--- config.mk ---
export PLATFORM = sky130hd
export DESIGN_NAME = dodge_core
export DESIGN_NICKNAME = d
export VERILOG_FILES = /design/src/hdl/game_pkg.sv /design/src/hdl/vga_timing.sv /design/src/hdl/obstacle_sequencer.sv /design/src/hdl/playfield_draw.sv /design/src/hdl/hp_control.sv /design/src/hdl/frame_compositor.sv /design/src/hdl/dodge_core.sv
export SDC_FILE = /design/constraint.sdc
export NUM_CORES = 1
export LEC_CHECK = 0
export BUFFER_PORTS_ARGS = -buffer_cell sky130_fd_sc_hd__buf_2
export CAP_MARGIN = 20
export CORE_ASPECT_RATIO = 0.9
export CORE_MARGIN = 5
export CORE_UTILIZATION = 35
export CTS_CLUSTER_SIZE = 25
export DETAILED_ROUTE_END_ITERATION = 10
export SLEW_MARGIN = 10
export SYNTH_ARGS = -nofsm -noshare
export SYNTH_HDL_FRONTEND = slang
export SYNTH_HIERARCHICAL = 1
export SYNTH_SLANG_ARGS = --single-unit
--- constraint.sdc ---
create_clock -name clk -period 9.7 [get_ports clk]
set_input_delay 0 -clock clk [delete_from_list [all_inputs] [get_ports clk]]
set_output_delay 0 -clock clk [all_outputs]
set_load 0.05 [all_outputs]
--- src/hdl/game_pkg.sv ---
/*
 * Shared types, colors and default geometry of the dodge game.
 * Defaults describe a 1024x768 mode; the field must lie inside the active area
 * with at least DEF_HP_BAR_HEIGHT rows above it for the hit-point bar.
 */
package game_pkg;

    typedef logic [11:0] coord_t;
    typedef logic [11:0] rgb_t;
    typedef logic [3:0]  hp_t;

    typedef enum logic [1:0] {
        GAME_IDLE,
        GAME_PLAY,
        GAME_OVER
    } game_state_e;

    // play order, advances with wrap
    typedef enum logic [1:0] {
        OBS_TOP_LEFT,
        OBS_TOP_RIGHT,
        OBS_BOTTOM_RIGHT,
        OBS_BOTTOM_LEFT
    } obstacle_id_e;

    localparam rgb_t BACK_COLOR   = 12'h1_1_3;
    localparam rgb_t BORDER_COLOR = 12'hf_f_f;
    localparam rgb_t FIELD_COLOR  = 12'h0_0_0;
    localparam rgb_t HP_COLOR     = 12'hf_0_0;
    localparam rgb_t OBSTACLE_COLOR [0:3] = '{12'hf_f_0, 12'h0_f_f, 12'h0_f_0, 12'hf_0_f};

    // 1024x768 at 60 Hz
    localparam int DEF_H_ACTIVE = 1024;
    localparam int DEF_H_FRONT  = 24;
    localparam int DEF_H_SYNC   = 136;
    localparam int DEF_H_BACK   = 160;
    localparam int DEF_V_ACTIVE = 768;
    localparam int DEF_V_FRONT  = 3;
    localparam int DEF_V_SYNC   = 6;
    localparam int DEF_V_BACK   = 29;

    localparam int DEF_FIELD_LEFT   = 361;
    localparam int DEF_FIELD_RIGHT  = 661;
    localparam int DEF_FIELD_TOP    = 317;
    localparam int DEF_FIELD_BOTTOM = 617;
    localparam int DEF_BORDER       = 7;

    localparam int DEF_HP_MAX          = 8;
    localparam int DEF_OBSTACLE_FRAMES = 4;
    localparam int DEF_HP_SEGMENT      = 16;
    localparam int DEF_HP_BAR_HEIGHT   = 8;

endpackage

--- src/hdl/vga_timing.sv ---
/*
 * Free-running VGA counters. All outputs decode the current count, so they
 * are valid in the same cycle; syncs are active low.
 */
`timescale 1ns/100ps

module vga_timing #(
    parameter int H_ACTIVE = 1024,
    parameter int H_FRONT  = 24,
    parameter int H_SYNC   = 136,
    parameter int H_BACK   = 160,
    parameter int V_ACTIVE = 768,
    parameter int V_FRONT  = 3,
    parameter int V_SYNC   = 6,
    parameter int V_BACK   = 29
) (
    input  logic               clk,
    input  logic               rst_n,
    output game_pkg::coord_t   hcount,
    output game_pkg::coord_t   vcount,
    output logic               hsync,
    output logic               vsync,
    output logic               blank,
    output logic               frame_start
);

    localparam game_pkg::coord_t H_LAST   = game_pkg::coord_t'(H_ACTIVE + H_FRONT + H_SYNC + H_BACK - 1);
    localparam game_pkg::coord_t V_LAST   = game_pkg::coord_t'(V_ACTIVE + V_FRONT + V_SYNC + V_BACK - 1);
    localparam game_pkg::coord_t H_SYNC_0 = game_pkg::coord_t'(H_ACTIVE + H_FRONT);
    localparam game_pkg::coord_t H_SYNC_1 = game_pkg::coord_t'(H_ACTIVE + H_FRONT + H_SYNC);
    localparam game_pkg::coord_t V_SYNC_0 = game_pkg::coord_t'(V_ACTIVE + V_FRONT);
    localparam game_pkg::coord_t V_SYNC_1 = game_pkg::coord_t'(V_ACTIVE + V_FRONT + V_SYNC);

    always_ff @(posedge clk) begin
        if (!rst_n) begin
            hcount <= '0;
            vcount <= '0;
        end else if (hcount == H_LAST) begin
            hcount <= '0;
            // line done, step the row
            vcount <= (vcount == V_LAST) ? '0 : vcount + 1'b1;
        end else begin
            hcount <= hcount + 1'b1;
        end
    end

    assign hsync       = !(hcount >= H_SYNC_0 && hcount < H_SYNC_1);
    assign vsync       = !(vcount >= V_SYNC_0 && vcount < V_SYNC_1);
    assign blank       = (hcount >= game_pkg::coord_t'(H_ACTIVE)) ||
                         (vcount >= game_pkg::coord_t'(V_ACTIVE));
    assign frame_start = (hcount == '0) && (vcount == '0);

endmodule

--- src/hdl/obstacle_sequencer.sv ---
/*
 * Game FSM and obstacle pacing. The active obstacle is one quadrant of the
 * field, split at the integer midpoints; it changes every OBSTACLE_FRAMES frames.
 */
`timescale 1ns/100ps

module obstacle_sequencer #(
    parameter int FIELD_LEFT      = 361,
    parameter int FIELD_RIGHT     = 661,
    parameter int FIELD_TOP       = 317,
    parameter int FIELD_BOTTOM    = 617,
    parameter int OBSTACLE_FRAMES = 4
) (
    input  logic                      clk,
    input  logic                      rst_n,
    input  logic                      start,
    input  logic                      frame_start,
    input  logic                      game_over,
    output game_pkg::game_state_e     state,
    output game_pkg::obstacle_id_e    obstacle_id,
    output game_pkg::coord_t          obs_left,
    output game_pkg::coord_t          obs_right,
    output game_pkg::coord_t          obs_top,
    output game_pkg::coord_t          obs_bottom
);

    localparam int CNT_W = $clog2(OBSTACLE_FRAMES + 1);
    localparam logic [CNT_W-1:0] CNT_LAST = CNT_W'(OBSTACLE_FRAMES - 1);
    localparam int H_MID = (FIELD_LEFT + FIELD_RIGHT) / 2;
    localparam int V_MID = (FIELD_TOP + FIELD_BOTTOM) / 2;

    logic [CNT_W-1:0] frame_cnt;
    logic             right_half;
    logic             bottom_half;

    always_ff @(posedge clk) begin
        if (!rst_n) begin
            state       <= game_pkg::GAME_IDLE;
            obstacle_id <= game_pkg::OBS_TOP_LEFT;
            frame_cnt   <= '0;
        end else begin
            case (state)
                game_pkg::GAME_PLAY: begin
                    if (game_over) begin
                        state <= game_pkg::GAME_OVER;
                    end else if (frame_start) begin
                        if (frame_cnt == CNT_LAST) begin
                            frame_cnt   <= '0;
                            // 2-bit enum wraps on its own
                            obstacle_id <= game_pkg::obstacle_id_e'(obstacle_id + 2'd1);
                        end else begin
                            frame_cnt <= frame_cnt + 1'b1;
                        end
                    end
                end
                default: begin
                    if (start) begin
                        state       <= game_pkg::GAME_PLAY;
                        obstacle_id <= game_pkg::OBS_TOP_LEFT;
                        frame_cnt   <= '0;
                    end
                end
            endcase
        end
    end

    // quadrant bounds
    assign right_half  = (obstacle_id == game_pkg::OBS_TOP_RIGHT) ||
                         (obstacle_id == game_pkg::OBS_BOTTOM_RIGHT);
    assign bottom_half = (obstacle_id == game_pkg::OBS_BOTTOM_RIGHT) ||
                         (obstacle_id == game_pkg::OBS_BOTTOM_LEFT);

    assign obs_left   = right_half ? game_pkg::coord_t'(H_MID + 1) : game_pkg::coord_t'(FIELD_LEFT);
    assign obs_right  = right_half ? game_pkg::coord_t'(FIELD_RIGHT) : game_pkg::coord_t'(H_MID);
    assign obs_top    = bottom_half ? game_pkg::coord_t'(V_MID + 1) : game_pkg::coord_t'(FIELD_TOP);
    assign obs_bottom = bottom_half ? game_pkg::coord_t'(FIELD_BOTTOM) : game_pkg::coord_t'(V_MID);

endmodule

--- src/hdl/playfield_draw.sv ---
/*
 * One-stage renderer. The obstacle overrides the border and is drawn only
 * in play; position and timing leave one cycle later, aligned with field_rgb.
 */
`timescale 1ns/100ps

module playfield_draw #(
    parameter int FIELD_LEFT   = 361,
    parameter int FIELD_RIGHT  = 661,
    parameter int FIELD_TOP    = 317,
    parameter int FIELD_BOTTOM = 617,
    parameter int BORDER       = 7
) (
    input  logic                      clk,
    input  logic                      rst_n,
    input  game_pkg::coord_t          hcount,
    input  game_pkg::coord_t          vcount,
    input  logic                      hsync,
    input  logic                      vsync,
    input  logic                      blank,
    input  game_pkg::game_state_e     state,
    input  game_pkg::obstacle_id_e    obstacle_id,
    input  game_pkg::coord_t          obs_left,
    input  game_pkg::coord_t          obs_right,
    input  game_pkg::coord_t          obs_top,
    input  game_pkg::coord_t          obs_bottom,
    output game_pkg::coord_t          hcount_out,
    output game_pkg::coord_t          vcount_out,
    output logic                      hsync_out,
    output logic                      vsync_out,
    output logic                      blank_out,
    output game_pkg::rgb_t            field_rgb
);

    localparam game_pkg::coord_t IN_LEFT   = game_pkg::coord_t'(FIELD_LEFT + BORDER);
    localparam game_pkg::coord_t IN_RIGHT  = game_pkg::coord_t'(FIELD_RIGHT - BORDER);
    localparam game_pkg::coord_t IN_TOP    = game_pkg::coord_t'(FIELD_TOP + BORDER);
    localparam game_pkg::coord_t IN_BOTTOM = game_pkg::coord_t'(FIELD_BOTTOM - BORDER);

    logic           in_field;
    logic           in_inner;
    logic           in_obs;
    game_pkg::rgb_t pixel;

    assign in_field = hcount >= game_pkg::coord_t'(FIELD_LEFT) &&
                      hcount <= game_pkg::coord_t'(FIELD_RIGHT) &&
                      vcount >= game_pkg::coord_t'(FIELD_TOP) &&
                      vcount <= game_pkg::coord_t'(FIELD_BOTTOM);
    assign in_inner = hcount >= IN_LEFT && hcount <= IN_RIGHT &&
                      vcount >= IN_TOP && vcount <= IN_BOTTOM;
    assign in_obs   = (state == game_pkg::GAME_PLAY) &&
                      hcount >= obs_left && hcount <= obs_right &&
                      vcount >= obs_top && vcount <= obs_bottom;

    always_comb begin
        if (!in_field)
            pixel = game_pkg::BACK_COLOR;
        else if (in_obs)
            pixel = game_pkg::OBSTACLE_COLOR[obstacle_id];
        else if (!in_inner)
            pixel = game_pkg::BORDER_COLOR;
        else
            pixel = game_pkg::FIELD_COLOR;
    end

    always_ff @(posedge clk) begin
        if (!rst_n) begin
            hsync_out <= 1'b1;
            vsync_out <= 1'b1;
            blank_out <= 1'b1;
        end else begin
            hsync_out <= hsync;
            vsync_out <= vsync;
            blank_out <= blank;
        end
    end

    always_ff @(posedge clk) begin
        hcount_out <= hcount;
        vcount_out <= vcount;
        field_rgb  <= pixel;
    end

endmodule

--- src/hdl/hp_control.sv ---
/*
 * Collision test once per frame against the rectangle held before frame_start.
 * hp saturates at 0; a start outside play reloads HP_MAX (at most 15).
 */
`timescale 1ns/100ps

module hp_control #(
    parameter int HP_MAX = 8
) (
    input  logic                      clk,
    input  logic                      rst_n,
    input  logic                      start,
    input  logic                      frame_start,
    input  game_pkg::game_state_e     state,
    input  game_pkg::coord_t          xpos,
    input  game_pkg::coord_t          ypos,
    input  game_pkg::coord_t          obs_left,
    input  game_pkg::coord_t          obs_right,
    input  game_pkg::coord_t          obs_top,
    input  game_pkg::coord_t          obs_bottom,
    output game_pkg::hp_t             hp,
    output logic                      game_over
);

    logic hit;

    // inclusive bounds
    assign hit = xpos >= obs_left && xpos <= obs_right &&
                 ypos >= obs_top && ypos <= obs_bottom;

    always_ff @(posedge clk) begin
        if (!rst_n) begin
            hp <= game_pkg::hp_t'(HP_MAX);
        end else if (start && state != game_pkg::GAME_PLAY) begin
            hp <= game_pkg::hp_t'(HP_MAX);
        end else if (frame_start && state == game_pkg::GAME_PLAY && hit && hp != '0) begin
            hp <= hp - 1'b1;
        end
    end

    assign game_over = (hp == '0);

endmodule

--- src/hdl/frame_compositor.sv ---
/*
 * Hit-point bar overlay in the HP_BAR_HEIGHT rows above the field, then
 * blanking and the output registers. Needs FIELD_TOP >= HP_BAR_HEIGHT.
 */
`timescale 1ns/100ps

module frame_compositor #(
    parameter int FIELD_LEFT    = 361,
    parameter int FIELD_TOP     = 317,
    parameter int HP_MAX        = 8,
    parameter int HP_SEGMENT    = 16,
    parameter int HP_BAR_HEIGHT = 8
) (
    input  logic              clk,
    input  logic              rst_n,
    input  game_pkg::coord_t  hcount,
    input  game_pkg::coord_t  vcount,
    input  logic              hsync_in,
    input  logic              vsync_in,
    input  logic              blank,
    input  game_pkg::rgb_t    field_rgb,
    input  game_pkg::hp_t     hp,
    output logic              hsync,
    output logic              vsync,
    output game_pkg::rgb_t    rgb
);

    localparam game_pkg::coord_t BAR_LEFT = game_pkg::coord_t'(FIELD_LEFT);
    localparam game_pkg::coord_t BAR_TOP  = game_pkg::coord_t'(FIELD_TOP - HP_BAR_HEIGHT);
    // widest bar, at full hit points
    localparam game_pkg::coord_t BAR_MAX  = game_pkg::coord_t'(FIELD_LEFT + HP_MAX * HP_SEGMENT);

    game_pkg::coord_t bar_end;
    logic             in_window;
    logic             bar_on;

    assign bar_end   = BAR_LEFT + game_pkg::coord_t'(hp) * game_pkg::coord_t'(HP_SEGMENT);
    assign in_window = vcount >= BAR_TOP && vcount < game_pkg::coord_t'(FIELD_TOP) &&
                       hcount >= BAR_LEFT && hcount < BAR_MAX;
    assign bar_on    = in_window && hcount < bar_end;

    always_ff @(posedge clk) begin
        if (!rst_n) begin
            hsync <= 1'b1;
            vsync <= 1'b1;
            rgb   <= '0;
        end else begin
            hsync <= hsync_in;
            vsync <= vsync_in;
            if (blank)
                rgb <= '0;
            else
                rgb <= bar_on ? game_pkg::HP_COLOR : field_rgb;
        end
    end

endmodule

--- src/hdl/dodge_core.sv ---
/*
 * Dodge game core: 2-cycle latency from counters to rgb and syncs.
 * xpos and ypos are sampled once per frame, at frame_start.
 */
`timescale 1ns/100ps

module dodge_core #(
    parameter int H_ACTIVE        = game_pkg::DEF_H_ACTIVE,
    parameter int H_FRONT         = game_pkg::DEF_H_FRONT,
    parameter int H_SYNC          = game_pkg::DEF_H_SYNC,
    parameter int H_BACK          = game_pkg::DEF_H_BACK,
    parameter int V_ACTIVE        = game_pkg::DEF_V_ACTIVE,
    parameter int V_FRONT         = game_pkg::DEF_V_FRONT,
    parameter int V_SYNC          = game_pkg::DEF_V_SYNC,
    parameter int V_BACK          = game_pkg::DEF_V_BACK,
    parameter int FIELD_LEFT      = game_pkg::DEF_FIELD_LEFT,
    parameter int FIELD_RIGHT     = game_pkg::DEF_FIELD_RIGHT,
    parameter int FIELD_TOP       = game_pkg::DEF_FIELD_TOP,
    parameter int FIELD_BOTTOM    = game_pkg::DEF_FIELD_BOTTOM,
    parameter int BORDER          = game_pkg::DEF_BORDER,
    parameter int HP_MAX          = game_pkg::DEF_HP_MAX,
    parameter int OBSTACLE_FRAMES = game_pkg::DEF_OBSTACLE_FRAMES,
    parameter int HP_SEGMENT      = game_pkg::DEF_HP_SEGMENT,
    parameter int HP_BAR_HEIGHT   = game_pkg::DEF_HP_BAR_HEIGHT
) (
    input  logic              clk,
    input  logic              rst_n,
    input  logic              start,
    input  game_pkg::coord_t  xpos,
    input  game_pkg::coord_t  ypos,
    output logic              hsync,
    output logic              vsync,
    output logic              game_over,
    output logic              playing,
    output game_pkg::rgb_t    rgb,
    output game_pkg::hp_t     hp
);

    game_pkg::coord_t       hcount_t, vcount_t, hcount_p, vcount_p;
    game_pkg::coord_t       obs_left, obs_right, obs_top, obs_bottom;
    logic                   hsync_t, vsync_t, blank_t, frame_start;
    logic                   hsync_p, vsync_p, blank_p;
    game_pkg::game_state_e  state;
    game_pkg::obstacle_id_e obstacle_id;
    game_pkg::rgb_t         field_rgb;

    vga_timing #(
        .H_ACTIVE(H_ACTIVE), .H_FRONT(H_FRONT), .H_SYNC(H_SYNC), .H_BACK(H_BACK),
        .V_ACTIVE(V_ACTIVE), .V_FRONT(V_FRONT), .V_SYNC(V_SYNC), .V_BACK(V_BACK)
    ) vga_timing_i (
        .clk(clk), .rst_n(rst_n),
        .hcount(hcount_t), .vcount(vcount_t),
        .hsync(hsync_t), .vsync(vsync_t), .blank(blank_t), .frame_start(frame_start)
    );

    obstacle_sequencer #(
        .FIELD_LEFT(FIELD_LEFT), .FIELD_RIGHT(FIELD_RIGHT),
        .FIELD_TOP(FIELD_TOP), .FIELD_BOTTOM(FIELD_BOTTOM),
        .OBSTACLE_FRAMES(OBSTACLE_FRAMES)
    ) obstacle_sequencer_i (
        .clk(clk), .rst_n(rst_n),
        .start(start), .frame_start(frame_start), .game_over(game_over),
        .state(state), .obstacle_id(obstacle_id),
        .obs_left(obs_left), .obs_right(obs_right),
        .obs_top(obs_top), .obs_bottom(obs_bottom)
    );

    playfield_draw #(
        .FIELD_LEFT(FIELD_LEFT), .FIELD_RIGHT(FIELD_RIGHT),
        .FIELD_TOP(FIELD_TOP), .FIELD_BOTTOM(FIELD_BOTTOM),
        .BORDER(BORDER)
    ) playfield_draw_i (
        .clk(clk), .rst_n(rst_n),
        .hcount(hcount_t), .vcount(vcount_t),
        .hsync(hsync_t), .vsync(vsync_t), .blank(blank_t),
        .state(state), .obstacle_id(obstacle_id),
        .obs_left(obs_left), .obs_right(obs_right),
        .obs_top(obs_top), .obs_bottom(obs_bottom),
        .hcount_out(hcount_p), .vcount_out(vcount_p),
        .hsync_out(hsync_p), .vsync_out(vsync_p), .blank_out(blank_p),
        .field_rgb(field_rgb)
    );

    hp_control #(
        .HP_MAX(HP_MAX)
    ) hp_control_i (
        .clk(clk), .rst_n(rst_n),
        .start(start), .frame_start(frame_start), .state(state),
        .xpos(xpos), .ypos(ypos),
        .obs_left(obs_left), .obs_right(obs_right),
        .obs_top(obs_top), .obs_bottom(obs_bottom),
        .hp(hp), .game_over(game_over)
    );

    frame_compositor #(
        .FIELD_LEFT(FIELD_LEFT), .FIELD_TOP(FIELD_TOP), .HP_MAX(HP_MAX),
        .HP_SEGMENT(HP_SEGMENT), .HP_BAR_HEIGHT(HP_BAR_HEIGHT)
    ) frame_compositor_i (
        .clk(clk), .rst_n(rst_n),
        .hcount(hcount_p), .vcount(vcount_p),
        .hsync_in(hsync_p), .vsync_in(vsync_p), .blank(blank_p),
        .field_rgb(field_rgb), .hp(hp),
        .hsync(hsync), .vsync(vsync), .rgb(rgb)
    );

    assign playing = (state == game_pkg::GAME_PLAY);

endmodule

Word-level counts from Yosys, hierarchy flattened

Cells that the tools add are included.

Register bits: 88
Input port bits: 27
Output and inout bits: 20
Word-level logic and storage cells: 129

$add $sub $neg: 6
Magnitude comparators: 28
Eq/ne operators: 12
Multiplexer cells: 24
Bitwise logic cells: 2
Reductions and logical operators: 41

Operators by type and width:

| kind                                                                                  | count |
|---|---|
| 12-bit by 9-bit greater-or-equal comparator with 1-bit output, second input constant  | 6 |
| 12-bit 2-to-1 mux                                                                     | 6 |
| 12-bit by 10-bit <= comparator with 1-bit output                                      | 4 |
| 12-bit by 10-bit <= comparator with 1-bit output, second input constant               | 4 |
| 10-bit 2-to-1 mux                                                                     | 3 |
| 12-bit by 1-bit adder with 12-bit output, second input constant                       | 2 |
| 12-bit binary-select mux with 2-bit select                                            | 1 |
| 12-bit by 10-bit greater-or-equal comparator with 1-bit output                        | 2 |
| 12-bit by 10-bit greater-or-equal comparator with 1-bit output, second input constant | 2 |
| 12-bit by 11-bit greater-or-equal comparator with 1-bit output, second input constant | 2 |
| 12-bit by 9-bit greater-or-equal comparator with 1-bit output                         | 2 |
| 1-bit logical AND                                                                     | 24 |
| 12-bit logical NOT                                                                    | 2 |
| 12-bit by 9-bit less-than comparator with 1-bit output, second input constant         | 2 |
| 2-bit 2-to-1 mux                                                                      | 8 |
| 3-bit 2-to-1 mux                                                                      | 5 |
| 12-bit by 10-bit == test with 1-bit output, second input constant                     | 1 |
| 12-bit by 11-bit == test with 1-bit output, second input constant                     | 1 |
| 12-bit by 10-bit less-than comparator with 1-bit output, second input constant        | 1 |
| 12-bit by 11-bit less-than comparator with 1-bit output, second input constant        | 1 |
| 12-bit less-than comparator                                                           | 1 |
| 9-bit by 8-bit adder with 10-bit output, first input constant                         | 1 |
| 8-bit 2-to-1 mux                                                                      | 1 |
| 2-bit by 1-bit != test with 1-bit output, second input constant                       | 3 |
| 20 further kinds                                                                      | 28 |

Longest topological paths before layout

Gate-level depths: netlist of the first run.

Depth in word-level cells: 9
Mapped depth: 14

Modules after synthesis

Netlist of the first run, hierarchy kept.

By module, submodules not included:

| module             | times used | cells an instance | area an instance (um^2) | seq. area each (um^2) |
|---|---|---|---|---|
| playfield_draw     | 1          | 257               | 2,289.7                 | 660.6 |
| hp_control         | 1          | 200               | 1,413.9                 | 80.1 |
| vga_timing         | 1          | 155               | 1,291.2                 | 480.5 |
| obstacle_sequencer | 1          | 91                | 739.5                   | 140.1 |
| frame_compositor   | 1          | 71                | 684.4                   | 280.3 |
| dodge_core         | 1          | 1                 | 13.8                    | 0.0 |

Least setup slack after synthesis of the first run

No wires, ideal clock.

Path kind: register -> register
From: reg obstacle_sequencer_i.obstacle_id[0]
To: reg hp_control_i.hp[2]
Data arrival time: 3.052 ns
Required time: 9.630 ns
Path slack: 6.578 ns
Stages on the path, launching flop included: 15
Buffers on the path: 1
Clock period less this slack: 3.122 ns
Path through: dfxtp_1 inv_1 ha_1 or2_2 inv_1 buf_4 inv_1 ha_1 nand2_1 o21ai_1 a221oi_2 a21oi_1 a2111o_1 or4_1 a21oi_1

Elaborated cells on any way between the ends: 18
Classes of those cells: 4 x order compare; 3 x eq/ne; 4 x mux; 7 x reduce/logical

RTL lines:

| item                                               | line                                               | text |
|---|---|---|
| start: declaration                                 | obstacle_sequencer.sv:20                           | `output game_pkg::obstacle_id_e obstacle_id,` |
| start signal: assignment                           | obstacle_sequencer.sv:39                           | `obstacle_id <= game_pkg::OBS_TOP_LEFT;` |
| start signal: assignment                           | obstacle_sequencer.sv:50                           | `obstacle_id <= game_pkg::obstacle_id_e'(obstacle_id + 2'd1);` |
| start signal: assignment                           | obstacle_sequencer.sv:59                           | `obstacle_id <= game_pkg::OBS_TOP_LEFT;` |
| 2-bit == test, on equally long branches            | obstacle_sequencer.sv:70, obstacle_sequencer.sv:71 |  |
| 1-bit logical OR *                                 | obstacle_sequencer.sv:70                           | `assign bottom_half = (obstacle_id == game_pkg::OBS_BOTTOM_RIGHT) \|\|` |
| net obstacle_sequencer_i.bottom_half               | obstacle_sequencer.sv:34                           | `logic bottom_half;` |
| 10-bit 2-to-1 mux *                                | obstacle_sequencer.sv:76                           | `assign obs_bottom = bottom_half ? game_pkg::coord_t'(FIELD_BOTTOM) : game_pkg::coord_t'(V_MID);` |
| net obs_bottom[1]                                  | dodge_core.sv:40                                   | `game_pkg::coord_t obs_left, obs_right, obs_top, obs_bottom;` |
| 12-bit by 10-bit <= comparator with 1-bit output * | hp_control.sv:29                                   | `ypos >= obs_top && ypos <= obs_bottom;` |
| 1-bit logical AND *                                | hp_control.sv:29                                   |  |
| 1-bit logical AND * (2 in a row)                   | hp_control.sv:36                                   | `end else if (frame_start && state == game_pkg::GAME_PLAY && hit && hp != '0) begin` |
| end signal: assignment                             | hp_control.sv:33                                   | `hp <= game_pkg::hp_t'(HP_MAX);` |
| end signal: assignment                             | hp_control.sv:35                                   | `hp <= game_pkg::hp_t'(HP_MAX);` |
| end signal: assignment                             | hp_control.sv:37                                   | `hp <= hp - 1'b1;` |
| end: declaration                                   | hp_control.sv:21                                   | `output game_pkg::hp_t hp,` |

The timed path passes the listed nets; every way through them passes the cells marked *.
A chain may end at the register's enable or synchronous reset.

Final worst setup path of the first run

From: reg obstacle_sequencer_i.obstacle_id[0]
To: reg hp_control_i.hp[2]

Elaborated cells on any way between the ends: 18
Classes of those cells: 4 x order compare; 3 x eq/ne; 4 x mux; 7 x reduce/logical

RTL lines:

| item                                               | line |
|---|---|
| 2-bit == test, on equally long branches            | obstacle_sequencer.sv:70, obstacle_sequencer.sv:71 |
| 1-bit logical OR *                                 | obstacle_sequencer.sv:70 |
| 10-bit 2-to-1 mux *                                | obstacle_sequencer.sv:76 |
| net obs_bottom[3]                                  | dodge_core.sv:40 |
| 12-bit by 10-bit <= comparator with 1-bit output * | hp_control.sv:29 |
| 1-bit logical AND *                                | hp_control.sv:29 |
| 1-bit logical AND * (2 in a row)                   | hp_control.sv:36 |

Marks and branches as above.

==> results of run 1 <==
## flip-flops by register name, summed over array words and instances (netlist names), 2 cells and up
signal / flops
playfield_draw_i/vcount_out: 12
hp_control_i/hp: 4
vga_timing_i/hcount: 12
playfield_draw_i/hcount_out: 12
obstacle_sequencer_i/state: 2
obstacle_sequencer_i/frame_cnt: 3
obstacle_sequencer_i/obstacle_id: 2
playfield_draw_i/field_rgb: 6
frame_compositor_i/rgb: 12
vga_timing_i/vcount: 12
## cells by family after synthesis
| logic type | synth area share |
|---|---|
| and+or+nand+nor | 0.1998 |
| buffers and inverters | 0.1391 |
| other | 0.001168 |
| xor gates and xnor gates | 0.01498 |
| muxes | 0.008558 |
| AOI/OAI and AO/OA | 0.1576 |
| DFF | 0.2552 |
| adders and majority gates | 0.2237 |
## critical path: cells and delay by family (launching register included)
| kind | cells | cell delay [ns] |
|---|---|---|
| compound gates | 5 | 1.08 |
| simple gates | 3 | 0.96 |
| buf+inv | 3 | 0.54 |
| fa+ha+maj | 2 | 0.52 |
| flops | 1 | 0.39 |
## worst max-delay path by stage
stage	start	end
after global routing	obstacle_sequencer_i/obstacle_id[0]	hp_control_i/hp[2]
after global placement	obstacle_sequencer_i/obstacle_id[0]	hp_control_i/hp[2]
final	obstacle_sequencer_i/obstacle_id[0]	hp_control_i/hp[2]
after floorplan	obstacle_sequencer_i/obstacle_id[0]	hp_control_i/hp[2]
after CTS	obstacle_sequencer_i/obstacle_id[0]	hp_control_i/hp[2]
after detailed placement	obstacle_sequencer_i/obstacle_id[0]	hp_control_i/hp[2]
## layout by cell type (no fill, tap or decap), types with 9 or more instances in the layout
cell and n:
and2_1 13, conb_1 24, nand2_1 40, a21oi_1 59, dfxtp_1 82, buf_2 46, nand4_1 24, nor2_1 31
nand3_1 21, clkbuf_16 9, inv_1 122, or3_1 10, o211ai_1 11, nor3_1 18, ha_1 115, o21ai_0 32
nand2b_1 10
## final cells by class
class / instances / share of cell area
clock buffer: 10 / 0.03430
clock inverter: 6 / 0.01383
inverter: 122 / 0.06572
multi-input combinational: 532 / 0.5710
sequential: 82 / 0.2356
tap: 245 / 0.04399
timing repair buffer: 48 / 0.03555
## layer usage
metal / part of all wire / vias to the layer above
met5: 0 / -
met3: 0.043 / 13
met2: 0.42 / 98
met1: 0.52 / 2349
li1: - / 2698
met4: 0.0099 / 0
## cell usage after synthesis (2+ instances only)
| library cell | count | area share |
|---|---|---|
| a211oi_1 | 6 | 0.0070 |
| or4_1 | 8 | 0.0093 |
| buf_2 | 4 | 0.0031 |
| xnor2_1 | 3 | 0.0041 |
| and2_1 | 13 | 0.013 |
| nor3_1 | 18 | 0.014 |
| nor4_2 | 2 | 0.0039 |
| nor2b_1 | 7 | 0.0068 |
| xor2_1 | 8 | 0.011 |
| conb_1 | 2 | 0.0012 |
| dfxtp_1 | 82 | 0.26 |
| or3_1 | 10 | 0.0097 |
| nand2b_1 | 10 | 0.0097 |
| nor2_1 | 31 | 0.018 |
| and3_1 | 5 | 0.0049 |
| mux2_4 | 3 | 0.0070 |
| a21o_2 | 2 | 0.0027 |
| a21o_1 | 5 | 0.0058 |
| nand3b_1 | 2 | 0.0023 |
| nor4bb_1 | 3 | 0.0047 |
| nand2_1 | 40 | 0.023 |
| buf_4 | 52 | 0.061 |
| o211ai_1 | 11 | 0.013 |
| nand3_1 | 21 | 0.016 |
| o21ai_0 | 32 | 0.025 |
| o31ai_1 | 7 | 0.0082 |
| nor3b_1 | 3 | 0.0035 |
| o31ai_2 | 2 | 0.0039 |
| o21ai_1 | 3 | 0.0023 |
| a21oi_1 | 59 | 0.046 |
| a31oi_1 | 3 | 0.0029 |
| nand4b_1 | 5 | 0.0068 |
| clkbuf_1 | 4 | 0.0023 |
| nand4_1 | 24 | 0.023 |
| and4_1 | 3 | 0.0041 |
| o22ai_1 | 3 | 0.0029 |
| o21a_1 | 6 | 0.0070 |
| ha_1 | 115 | 0.22 |
| nor4_1 | 3 | 0.0029 |
| inv_1 | 122 | 0.071 |
## power groups by stage
| stage | registers, mW | clock network (mW) | logic [mW] |
|---|---|---|---|
| floorplan | 0.356 | 0 | 0.0602 |
| global placement | 0.354 | 0 | 0.0785 |
| detailed placement | 0.354 | 0 | 0.0791 |
| CTS | 0.347 | 0.391 | 0.0798 |
| global route | 0.347 | 0.404 | 0.0943 |
| finish | 0.347 | 0.383 | 0.0810 |
==> metrics.txt, run 1 <==
register area share after synthesis 0.2552; Initial Utilization 0.3528; core area approximately 0.018 mm²; # Max-Cap Violations 0; static leakage 3.426 nW; placed inst area approximately 0.0066 mm²; hold endpoint frame_compositor_i/vsync; Top-Level Pins between 40 and 50; Syn Area/Cell a little over 8 µm²; footprint of the multi-input gates just under 0.004 mm²; Setup WS post-layout 6.122 ns; crit path DAT 3.86 ns; clock power share 0.472; Reg2Reg Capture Point hp_control_i/hp[2]; DR WL/cell ~14 µm; H-tree levels 3; Finished Core Util 0.3822; CP Capture Type flop; row cnt 47; Place WS between 6 and 7 ns; die area 0.02119 mm²; distinct cell type count after synthesis 73; DRC 0; post-CTS resize count 0; design area approximately 0.007 mm²; R2R setup slack slightly above 6 ns; dpl cells 1,028; RSZ-0062 raised after global routing no; largest net degree at the start of global routing 23; Flop pwr share 0.428; Syn Inst Count 775; final hold violation count 0; FFs w/ async S/R, synth 0; Critical Path Most Common Cell inv_1; vias in the first global route about 4,900; share of layout cells above drive strength 1 0.1088; Int Power 609.0 µW; total congestion overflow 0; setup tns final 0 ns; clk sinks a little over 80; Final setup viols 0; post-synthesis register bit count 82; n_diodes 0; final WL 14.25 mm; final net count 937; initial antenna violation count 0; Final Non-Filler Cells 1,045; CTS Buf Count 9; switch share 0.2485; PwrDens between 100 and 150 mW/mm²; GR Layer Usage met2 0.2081; ys flop type dfxtp_1; relative slew slack 0.3337; Max FO, Critical Path 14; Final HPWL DP 10.86 mm; Post-synth EDFFs 0; WS Path Type reg2reg; P_sw 201.4 µW; worst-margin pin slew 0.9904 ns; met3 usage 0.02995; R2R Path Start obstacle_sequencer_i/obstacle_id[0]; Iteration-0 DRC Markers 281; type of origin of the critical path flop; CTS tree yes; Fin Hold WS 0.03575 ns; Area Growth Syn to Fin 8.325%; crit-path cells inv_1 -> ha_1 -> or2_2 -> inv_1 -> inv_1 -> ha_1 -> nand2_1 -> o21ai_1 -> a221oi_2 -> a21oi_1 -> a2111o_1 -> or4_1 -> a21oi_1; drt pass-1 iters 5; Slowest-stage cell, CP or4_1; Reg clk slew, reported paths around 0.07 ns; clock skew 0.008030 ns; FMAX 279.5 MHz; HP Class in2reg; Routed Antenna Nets 0; gr busiest metal met2; Via Count 5,158; required time worst endpoint 9.98 ns; postcts setup bufs 0; Syn Std Cell Area ~0.0064 mm²; grt met1 use 0.1985; minimum clock period 3.578 ns; DR vias/cell 4.936; Tot Pwr 810.4 µW; cts hold-fix bufs 1; warnings from Yosys 6; Clock Path Buffers 2; All-Layer GR Usage 0.1358; die width roughly 150 µm; clk_lat worst skew 0.35 ns; max incr delay on CP 0.49 ns; Final Cycle Share 0.3689; Final Wtd Congestion 0.8096; FILL cells around 1,900; die height 138.6 µm; clk root buf clkbuf_16; Slew Limit Fails 0; VDD IR max 0.08009 mV; PortBufs 46; hold path startpoint rst_n; R2R cell count 13; status completed; Comb power frac 0.100; register area 0.001642 mm²; hold depth 2; first-pass GRT wire length 24.02 mm
Power figures use the tool's default switching activity.
==> run 2: changes to the inputs <==
--- a/config.mk
+++ b/config.mk
@@ -5,6 +5,7 @@
 export SDC_FILE = /design/constraint.sdc
 export NUM_CORES = 1
 export LEC_CHECK = 0
+export ABC_AREA = 1
 export BUFFER_PORTS_ARGS = -buffer_cell sky130_fd_sc_hd__buf_2
 export CAP_MARGIN = 20
 export CORE_ASPECT_RATIO = 0.9
==> constraint.sdc (replaced) <==
create_clock -name clk -period 3.7 [get_ports clk]
set_input_delay 0 -clock clk [delete_from_list [all_inputs] [get_ports clk]]
set_output_delay 0 -clock clk [all_outputs]
set_load 0.05 [all_outputs]
==> run 2 against run 1 <==
  * Synthesized cell count increased by 41%
  * Largest power group unchanged
  * Sequential share of layout area fell by 2.5 points
  * Global-route usage rose by 0.052 points
  * Critical path type unchanged
==> metrics.txt, run 2 <==
status completed; Reg2Reg Capture Point playfield_draw_i/field_rgb[3]; Syn Area/Cell 6.622 µm²; RSZ-0062 raised after global routing no; Slowest-stage cell, CP ha_1; hold endpoint frame_compositor_i/vsync; FFs w/ async S/R, synth 0; distinct cell type count after synthesis 43; Clock Path Buffers 2; clk sinks 82; HP Class reg2reg; max incr delay on CP 0.83 ns; warnings from Yosys 6; Final Non-Filler Cells 1,379; Via Count about 6,200; CTS Buf Count 9; Initial Utilization 0.3585; Slew Limit Fails 0; Area Growth Syn to Fin 7.821%; final WL 15.75 mm; share of layout cells above drive strength 1 0.1059; commonest cells after routing, fill and taps aside nand2_1, inv_1, ha_1; Setup WS post-layout 0.8025 ns; Syn Inst Count ~1,100; CTS tree yes; dpl cells 1,361; Synth area leaders dfxtp_1, ha_1, nand2_1, inv_1, buf_4; R2R Path Start obstacle_sequencer_i/obstacle_id[0]; crit-path cells inv_1 -> ha_1 -> inv_1 -> inv_1 -> ha_1 -> a21oi_1 -> nor2_1 -> nor2_1 -> nand3_1 -> nand2_1 -> inv_2 -> nor2_4 -> nand4_1 -> a21oi_1; All-Layer GR Usage 0.1363; clk_lat worst skew roughly 0.34 ns; minimum clock period just under 3 ns; hold depth 1; PwrDens 305.2 mW/mm²; Critical Path Most Common Cell inv_1; postcts setup bufs 0; crit path DAT 3.17 ns; Syn Std Cell Area 0.007231 mm²; Final setup viols 0; final net count 1,261; commonest non-fill, non-tap cell in the layout nand2_1; total congestion overflow 0; static leakage 4.336 nW; die area 0.02364 mm²; DR WL/cell 11.42 µm; register area share after synthesis 0.2270; R2R setup slack 0.80 ns; Place WS 0.8069 ns; Routed Antenna Nets 0; Synth top area share 0.2270; type of origin of the critical path flop; Max FO, Critical Path 22; ys flop type dfxtp_1; largest net degree at the start of global routing 23; Iteration-0 DRC Markers 292; CP Capture Type flop; worst-margin pin slew 0.8113 ns; core area ~0.020 mm²; WS Path Type reg2reg; drt pass-1 iters 4; Reg clk slew, reported paths 0.06 ns; Final Cycle Share 0.7831; vias in the first global route 5,656; cell taking the most area after synthesis dfxtp_1; # Max-Cap Violations 0; die height 146.4 µm; initial antenna violation count 0; hold path startpoint playfield_draw_i/vsync_out; clk root buf clkbuf_16; post-CTS resize count 0; most frequent cells after synthesis nand2_1, inv_1, ha_1; n_diodes 0; Top-Level Pins between 40 and 50; die width ~160 µm; FMAX 345.1 MHz; first-pass GRT wire length 26.72 mm; PortBufs 46; R2R cell count 14; VDD IR max 0.2331 mV; required time worst endpoint 3.97 ns; top-count cell post-synth nand2_1; row cnt 49; H-tree levels 3; final hold violation count 0; relative slew slack 0.4591; Final HPWL DP ~12 mm; DR vias/cell 4.463; clock skew 0.007634 ns; DRC 0; post-synthesis register bit count 82; setup tns final 0 ns; Post-synth EDFFs 0; Final Wtd Congestion between 0.8 and 0.9
-- run 2: changes by cell type after synthesis, moves of 20 or more --
cell,change
nand2_1,+207
inv_1,+124
nor2_1,+71
nand3_1,+28
nor2_2,+21
o21ai_0,-20
-- run 2: report_power, final --
group	internal, mW	leakage (nW)	total (mW)	switching, mW
registers	0.897	0.664	0.913	0.0155
clock network	0.597	0.153	0.976	0.379
logic	0.179	3.52	0.491	0.311
total	1.67	4.34	2.38	0.706
-- run 2: kinds of logic after synthesis --
kind of cell	share of synthesized area
simple gates	0.3065
flops	0.2270
other cells	0.001039
fa+ha+maj	0.1990
compound gates	0.07095
xor+xnor	0.006056
buf+inv	0.1895
-- run 2: area by class of cell --
cell class | count | area [µm²]
fill | 2140 | 12370
multi-input combinational | 724 | 4302
sequential | 82 | 1642
inverter | 253 | 949.7
tap | 255 | 319.1
timing repair buffer | 49 | 257.7
clock buffer | 9 | 225.2
clock inverter | 7 | 101.3
-- run 2: what timing repair did --
action	CTS	global route
hold endpoints to repair	6	0
hold buffers	2	0
endpoints found under the setup margin	0	0
-- run 2: stage by stage --
| step | util | total power, mW | cell area (µm²) | hold slack [ns] |
|---|---|---|---|---|
| global placement | 0.3693 | 1.410 | 7450 | 0.3315 |
| CTS | 0.3865 | 2.412 | 7796 | 0.4193 |
| finish | 0.3865 | 2.380 | 7796 | 0.4159 |
| floorplan | - | 1.375 | 7313 | 0.06865 |
| global route | 0.3865 | 2.535 | 7796 | 0.4457 |
| detailed placement | 0.3693 | 1.420 | 7450 | 0.3273 |
-- run 2: worst max path at each step --
stage / start / end / slack, ns / cells past startpoint
after floorplan: obstacle_sequencer_i/obstacle_id[0] / playfield_draw_i/field_rgb[1] / 1.30 / 16
after global placement: obstacle_sequencer_i/obstacle_id[0] / playfield_draw_i/field_rgb[3] / 0.86 / 14
after detailed placement: obstacle_sequencer_i/obstacle_id[0] / playfield_draw_i/field_rgb[3] / 0.81 / 14
after CTS: obstacle_sequencer_i/obstacle_id[0] / playfield_draw_i/field_rgb[3] / 0.79 / 14
after global routing: obstacle_sequencer_i/obstacle_id[0] / playfield_draw_i/field_rgb[3] / 0.48 / 14
final: obstacle_sequencer_i/obstacle_id[0] / playfield_draw_i/field_rgb[3] / 0.80 / 14
-- run 2: worst max-delay path, delay by kind of cell (launching register included) --
family / cells / cell delay (ns)
fa+ha+maj: 2 / 1.07
simple gates: 6 / 0.61
buf+inv: 4 / 0.44
flops: 1 / 0.40
compound gates: 2 / 0.30
-- run 2: per-layer routing --
metal  part of all wire  routed length, µm  vias up  GRT usage
met2               0.44               6878      115     0.2160
met5                  0                  0        -          0
met4              0.010                157        0    0.02900
met1               0.51               8016     2664     0.1926
li1                   -                  -     3362          -
met3              0.044                695       14    0.02706
